## config.mk

```make
export PLATFORM = sky130hd
export DESIGN_NAME = acc_unit
export DESIGN_NICKNAME = d
export VERILOG_FILES = /design/src/rtl/acc_pkg.sv /design/src/rtl/inst_queue.sv /design/src/rtl/credit_counter.sv /design/src/rtl/acc_core.sv /design/src/rtl/acc_unit.sv
export SDC_FILE = /design/constraint.sdc
export NUM_CORES = 1
export LEC_CHECK = 0
export BUFFER_PORTS_ARGS = -buffer_cell sky130_fd_sc_hd__buf_2
export CORE_MARGIN = 8
export CORE_UTILIZATION = 55
export DETAILED_ROUTE_END_ITERATION = 12
export GPL_TIMING_DRIVEN = 0
export PLACE_DENSITY = 0.76
export SYNTH_ARGS = -nofsm -noshare
export SYNTH_HDL_FRONTEND = slang
export SYNTH_SLANG_ARGS = --single-unit
```

## constraint.sdc

```tcl
create_clock -name clock -period 3 [get_ports clock]
set_input_delay 0.3 -clock clock [delete_from_list [all_inputs] [get_ports clock]]
set_output_delay 0.3 -clock clock [all_outputs]
set_load 0.01 [all_outputs]
```

## src/rtl/acc_pkg.sv

```systemverilog
package acc_pkg;

   // codes 10 to 15 are undefined
   typedef enum logic [3:0] {
      OP_NOP = 4'h0,
      OP_LDI = 4'h1, // load immediate
      OP_ADD = 4'h2,
      OP_SUB = 4'h3,
      OP_NOT = 4'h4,
      OP_AND = 4'h5,
      OP_IOR = 4'h6,
      OP_XOR = 4'h7,
      OP_SHL = 4'h8, // zero fill
      OP_SHR = 4'h9  // zero fill
   } acc_op_t;

   // accumulator and immediate width
   typedef logic [7:0] acc_word_t;

   // opcode in bits 11:8, immediate in 7:0
   typedef struct packed {
      acc_op_t   op;
      acc_word_t imm;
   } acc_inst_t;

   typedef enum logic [1:0] {
      STATE_RESET = 2'h0,
      STATE_READY = 2'h1,
      STATE_ERROR = 2'h2 // sticky until reset
   } acc_state_t;

endpackage

```

## src/rtl/inst_queue.sv

```systemverilog
`timescale 1ns/100ps

module inst_queue #(
   parameter int INST_DEPTH = 4
) (
   input  logic               clock,
   input  logic               reset,
   input  logic               push,
   input  acc_pkg::acc_inst_t push_data,
   input  logic               pop,
   output acc_pkg::acc_inst_t head,
   output logic               not_empty
);

   import acc_pkg::*;

   localparam int PTR_W = (INST_DEPTH > 1) ? $clog2(INST_DEPTH) : 1;
   localparam int CNT_W = $clog2(INST_DEPTH + 1);

   acc_inst_t        mem [INST_DEPTH];
   logic [PTR_W-1:0] rd_ptr;
   logic [PTR_W-1:0] wr_ptr;
   logic [CNT_W-1:0] count;
   logic             pop_ok;

   // depth need not be a power of two
   function automatic logic [PTR_W-1:0] next_ptr(input logic [PTR_W-1:0] ptr);
      if (ptr == PTR_W'(INST_DEPTH - 1)) begin
         next_ptr = '0;
      end else begin
         next_ptr = ptr + PTR_W'(1);
      end
   endfunction

   assign not_empty = (count != '0);
   assign pop_ok    = pop && not_empty; // never pop an empty queue
   assign head      = mem[rd_ptr];

   always_ff @(posedge clock) begin
      if (push) begin
         mem[wr_ptr] <= push_data;
      end
   end

   always_ff @(posedge clock) begin
      if (reset) begin
         rd_ptr <= '0;
         wr_ptr <= '0;
         count  <= '0;
      end else begin
         if (push) begin
            wr_ptr <= next_ptr(wr_ptr);
         end
         if (pop_ok) begin
            rd_ptr <= next_ptr(rd_ptr);
         end
         case ({push, pop_ok})
            2'b10:   count <= count + CNT_W'(1);
            2'b01:   count <= count - CNT_W'(1);
            default: count <= count; // both or neither
         endcase
      end
   end

endmodule

```

## src/rtl/credit_counter.sv

```systemverilog
`timescale 1ns/100ps

module credit_counter #(
   parameter int RESULT_CREDITS = 2
) (
   input  logic clock,
   input  logic reset,
   input  logic consume,
   input  logic credit_return,
   output logic has_credit
);

   localparam int CNT_W = $clog2(RESULT_CREDITS + 1);

   logic [CNT_W-1:0] count;

   assign has_credit = (count != '0);

   always_ff @(posedge clock) begin
      if (reset) begin
         count <= CNT_W'(RESULT_CREDITS); // full allowance
      end else begin
         case ({consume, credit_return})
            2'b10: begin
               count <= count - CNT_W'(1); // result sent
            end
            2'b01: begin
               count <= count + CNT_W'(1); // receiver freed a slot
            end
            default: begin
               count <= count;
            end
         endcase
      end
   end

endmodule

```

## src/rtl/acc_core.sv

```systemverilog
`timescale 1ns/100ps

module acc_core (
   input  logic               clock,
   input  logic               reset,
   input  acc_pkg::acc_inst_t head,
   input  logic               not_empty,
   input  logic               has_credit,
   output logic               pop,
   output logic               consume,
   output logic               inst_credit,
   output logic               result_valid,
   output acc_pkg::acc_word_t result,
   output logic               error
);

   import acc_pkg::*;

   acc_state_t state;
   acc_word_t  accum;
   acc_word_t  acc_next;
   logic       op_known;

   assign result = accum; // qualified by result_valid
   assign error  = (state == STATE_ERROR);

   // next accumulator for the instruction at the queue head
   always_comb begin
      op_known = 1'b1;
      acc_next = accum;
      case (head.op)
         OP_NOP: acc_next = accum;
         OP_LDI: acc_next = head.imm;
         OP_ADD: acc_next = accum + head.imm; // wraps
         OP_SUB: acc_next = accum - head.imm;
         OP_NOT: acc_next = ~accum;
         OP_AND: acc_next = accum & head.imm;
         OP_IOR: acc_next = accum | head.imm;
         OP_XOR: acc_next = accum ^ head.imm;
         OP_SHL: acc_next = {accum[6:0], 1'b0};
         OP_SHR: acc_next = {1'b0, accum[7:1]};
         default: begin
            op_known = 1'b0;
            acc_next = '0;
         end
      endcase
   end

   // error state drains the queue without waiting for result credits
   always_comb begin
      case (state)
         STATE_READY: pop = not_empty && has_credit;
         STATE_ERROR: pop = not_empty;
         default:     pop = 1'b0;
      endcase
   end

   assign consume = (state == STATE_READY) && pop && op_known;

   always_ff @(posedge clock) begin
      if (reset) begin
         state        <= STATE_RESET;
         accum        <= '0;
         result_valid <= 1'b0;
         inst_credit  <= 1'b0;
      end else begin
         result_valid <= consume;
         inst_credit  <= pop; // one credit back per instruction taken
         case (state)
            STATE_RESET: begin
               state <= STATE_READY;
               accum <= '0;
            end
            STATE_READY: begin
               if (pop) begin
                  accum <= acc_next;
                  if (!op_known) begin
                     state <= STATE_ERROR;
                  end
               end
            end
            STATE_ERROR: begin
               state <= STATE_ERROR;
               accum <= '0;
            end
            default: begin
               state <= STATE_ERROR; // unused encoding
               accum <= '0;
            end
         endcase
      end
   end

endmodule

```

## src/rtl/acc_unit.sv

```systemverilog
`timescale 1ns/100ps

module acc_unit #(
   parameter int INST_DEPTH     = 4,
   parameter int RESULT_CREDITS = 2
) (
   input  logic               clock,
   input  logic               reset,
   input  logic               inst_valid,
   input  acc_pkg::acc_inst_t inst,
   output logic               inst_credit,
   output logic               result_valid,
   output acc_pkg::acc_word_t result,
   input  logic               result_credit,
   output logic               error
);

   import acc_pkg::*;

   acc_inst_t head;
   logic      not_empty;
   logic      pop;
   logic      has_credit;
   logic      consume;

   inst_queue #(
      .INST_DEPTH (INST_DEPTH)
   ) queue0 (
      .clock     (clock),
      .reset     (reset),
      .push      (inst_valid),
      .push_data (inst),
      .pop       (pop),
      .head      (head),
      .not_empty (not_empty)
   );

   credit_counter #(
      .RESULT_CREDITS (RESULT_CREDITS)
   ) credits0 (
      .clock         (clock),
      .reset         (reset),
      .consume       (consume),
      .credit_return (result_credit),
      .has_credit    (has_credit)
   );

   acc_core core0 (
      .clock        (clock),
      .reset        (reset),
      .head         (head),
      .not_empty    (not_empty),
      .has_credit   (has_credit),
      .pop          (pop),
      .consume      (consume),
      .inst_credit  (inst_credit),
      .result_valid (result_valid),
      .result       (result),
      .error        (error)
   );

endmodule

```

==> impl_metrics.yaml <==
outcome:
  outcome: "complete, but fails checks"
  violations: "negative setup slack"
clock_tree:
  cts_max_level: 3
  cts_made_buffers: 9
  clock_path_buffers: 2
  cts_tree: "built"
  cts.sink_count: 71
  path_clk_slew_ns: 0.08
  cts_root_buffer: "clkbuf_8"
  clk-insertion-delay-late_ns: 0.34
sta:
  final_max_slew_viol_count: 0
  post-route-period-util_pct: 109
  tightestPinTransition_ns: 0.630
  timing.hold.ws_ns: 0.162
  slew_headroom_pct: 58.0
  fin_ws_ns: -0.262
  hold_violations: 0
  min_period_ns: 3.26
  setup_viol: 5
  clock_skew_ns: 0.00614
  rsz0062_at_grt: "yes"
  clock.fmax_mhz: 307
synth:
  ys_ff_latch: 71
  synth-edff-count: 48
  ys_seq_area_share_pct: 46.9
  netlist_area_sq_mm: 0.00405
  synth_ff_type: "edfxtp_1"
  synth_cell_type_count: 58
  yosys_warnings: 0
  avgSynthCellArea_sq_um: 11.9
  syn_nets: 393
  synthCells: 340
  synth_async_sr_flop_share_pct: 0
power_and_ir_drop:
  clkPwrFrac_pct: 22.8
  ir_worst_vdd_v: 0.000400
  power.density_mw_per_mm2: 615
  power.internal_w: 0.00194
  power_w: 0.00292
  switchingPower_w: 0.000976
  p_seq_share_pct: 39.8
  p_leak_nw: 1.82
  p_comb_share_pct: 37.5
  switching_share_pct: 33.5
setup_path:
  end_kind: "flip-flop"
  path_cells: "buf_12 -> buf_4 -> mux4_2 -> inv_2 -> ha_2 -> mux2_4 -> inv_2 -> ha_4 -> nor2b_4 -> o21a_1 -> o211ai_1 -> and3b_1 -> xor2_1 -> o311ai_1"
  rrSetupSlack_ns: -0.26
  path_max_fanout: 5
  crit_slowest_cell: "mux4_2"
  critPathKind: "reg2reg"
  reg2regPathDepth: 14
  cp.arrival_ns: 3.52
  max_stage_delay_ns: 0.56
  worst_path_most_repeated_cell: "inv_2"
  reg2reg_to: "core0.result[5]"
  cp.required_ns: 3.25
  critPathLaunchType: "flip-flop"
routing:
  drt_iter0_drc: 135
  vias_per_cell: 5.72
  drc: 0
  dr.pass1.iters: 7
  wl_per_cell_um: 16.4
  antenna_left: 0
  routed_wl_mm: 8.20
  dr_total_vias: 2862
layout:
  antenna_cells: 0
  fin_util_pct: 65.7
  register_area_sq_mm: 0.00191
  drive_gt1_share_pct: 28.7
  multi_input_area_sq_mm: 0.00206
  n_fill_cell: 568
  syn2layout_area_growth_pct: 16.9
  final_cells: 500
  layout.nets: 449
global_route:
  antenna_found_initial: 0
  grt_busiest_layer: "met2"
  grt_usage_pct: 16.5
  grt_max_degree: 13
  grt_pass1_wl_mm: 13.2
  use_met3_pct: 3.95
  grt_pass1_vias: 2766
  met1_usage_pct: 20.1
  use_met2_pct: 27.5
  grt_remaining_overflow: 0
floorplanning:
  die_w_um: 102
  die-area_sq_mm: 0.0104
  start_util_pct: 56.2
  dieHeight_um: 102
  ioPinCount: 27
  num_rows: 31
  design.core.area_sq_mm: 0.00721
place:
  port-buffer-count: 26
  dp_hpwl_mm: 5.75
  routabilityCongestion: 0.858
  dp_cells: 465
hold_path:
  holdPathEnd: "core0.inst_credit"
  hp-class: "in2reg"
  hold_depth: 2
  hold_start: "reset"
flow_run:
  maxCapViolCount: 0
[power by group through the flow]
stage	clock, W	sequential, W	combinational, W
floorplan	0	0.00117	0.000735
global placement	0	0.00118	0.000903
detailed placement	0	0.00118	0.000926
CTS	0.000679	0.00116	0.00101
global route	0.000712	0.00117	0.00120
finish	0.000665	0.00116	0.00109
[synthesized netlist by cell type (2+ instances only)]
| cell | n | area, sq um |
|---|---|---|
| buf_2 | 5 | 25.0 |
| mux4_1 | 2 | 52.6 |
| and3_1 | 2 | 12.5 |
| xnor2_1 | 7 | 61.3 |
| a21oi_1 | 10 | 50.1 |
| o21a_1 | 3 | 22.5 |
| and2_1 | 4 | 25.0 |
| mux2_2 | 3 | 33.8 |
| nand3_1 | 6 | 30.0 |
| a31oi_1 | 7 | 43.8 |
| a22o_1 | 3 | 26.3 |
| or3_1 | 2 | 12.5 |
| nor2_1 | 20 | 75.1 |
| nor2b_1 | 8 | 50.1 |
| fa_1 | 2 | 40.0 |
| edfxtp_1 | 48 | 1440 |
| inv_1 | 36 | 135 |
| mux2i_1 | 5 | 50.1 |
| clkbuf_1 | 5 | 18.8 |
| o21ai_0 | 17 | 85.1 |
| ha_1 | 35 | 438 |
| o211ai_1 | 4 | 30.0 |
| nand2b_1 | 3 | 18.8 |
| nand4_1 | 2 | 12.5 |
| a22oi_1 | 3 | 22.5 |
| a32oi_1 | 2 | 17.5 |
| dfxtp_1 | 23 | 460 |
| xor2_1 | 6 | 52.6 |
| a2bb2oi_1 | 2 | 17.5 |
| mux4_2 | 16 | 360 |
| nor3_1 | 7 | 35.0 |
| nand2_1 | 15 | 56.3 |
| or2_2 | 2 | 12.5 |
[cells by family after synthesis]
group           share of synthesized area (%)
xor+xnor                                 2.81
mux                                      12.3
fa+ha+maj                                11.8
flops                                    46.9
buf+inv                                  4.78
simple gates                             10.8
compound gates                           10.6
[cell type report]
cell class,instances,area share [%]
Sequential cell,71,40.2
Inverter,36,2.85
Buffer,12,1.64
Tap cell,99,2.61
Timing Repair Buffer,45,5.75
Multi-Input combinational cell,221,43.5
Clock inverter,6,0.792
Clock buffer,10,2.69
[repair_timing]
action                     in CTS  in global routing
pin swaps                      15                 10
hold buffers                    0                  0
buffers inserted                9                 10
resized for setup              15                 11
setup endpoints to repair       5                  6
[how the worst max path moves through the flow]
stage | cells after the start | from | end | slack [ns]
finish | 14 | flip-flop | core0.result[5] | -0.26
global route | 13 | flip-flop | core0.result[6] | -0.41
CTS | 13 | flip-flop | core0.result[5] | -0.32
detailed placement | 13 | flip-flop | core0.result[5] | -0.41
global placement | 13 | flip-flop | core0.result[5] | -0.42
floorplan | 13 | flip-flop | core0.result[4] | -0.09
[cells in the final DEF, fill, tap and decap left out, drive strengths merged, types with 4 or more instances in the layout]
cell / Yosys / final
xor2: 6 / 6
mux4: 18 / 18
edfxtp: 48 / 48
nor2: 21 / 21
ha: 35 / 35
dfxtp: 23 / 23
inv: 36 / 36
nor3: 7 / 7
and2: 5 / 5
nand3: 6 / 6
buf: 7 / 53
nor2b: 8 / 8
clkbuf: 5 / 14
xnor2: 7 / 7
a31oi: 7 / 7
nand2: 15 / 15
a21oi: 10 / 10
mux2i: 5 / 5
o21ai: 18 / 18
o211ai: 4 / 4
clkinv: 0 / 4
[critical path, delay by kind of cell, from the launching register on]
kind                       cells  cell delay [ns]
buffers and inverters          4             0.41
xor gates and xnor gates       1             0.08
adders and majority gates      2             0.45
AOI/OAI and AO/OA              3             0.64
and+or+nand+nor                2             0.36
muxes                          2             0.84
DFF                            1             0.39
[per-stage QoR]
step | TNS [ns] | setup slack, ns | cell area (sq um)
floorplan | -0.160 | -0.0902 | 4080
global placement | -1.58 | -0.423 | 4330
detailed placement | -1.67 | -0.414 | 4330
CTS | -1.25 | -0.315 | 4630
global route | -1.70 | -0.412 | 4740
finish | -1.04 | -0.262 | 4740
[registers in the layout, summed over array words and instances (netlist names), named ones only]
register and cells:
core0.result_valid 1, queue0.count 3, credits0.count 2, core0.result 8
queue0.rd_ptr 2, queue0.mem 48, core0.state 2, queue0.wr_ptr 2
core0.inst_credit 1
[per-layer routing]
metal	vias up	wire length (um)
li1	1368	-
met1	1385	3550
met2	95	4030
met3	14	493
met4	0	125
met5	-	0
Note: power is estimated with default switching activity, not from simulation.
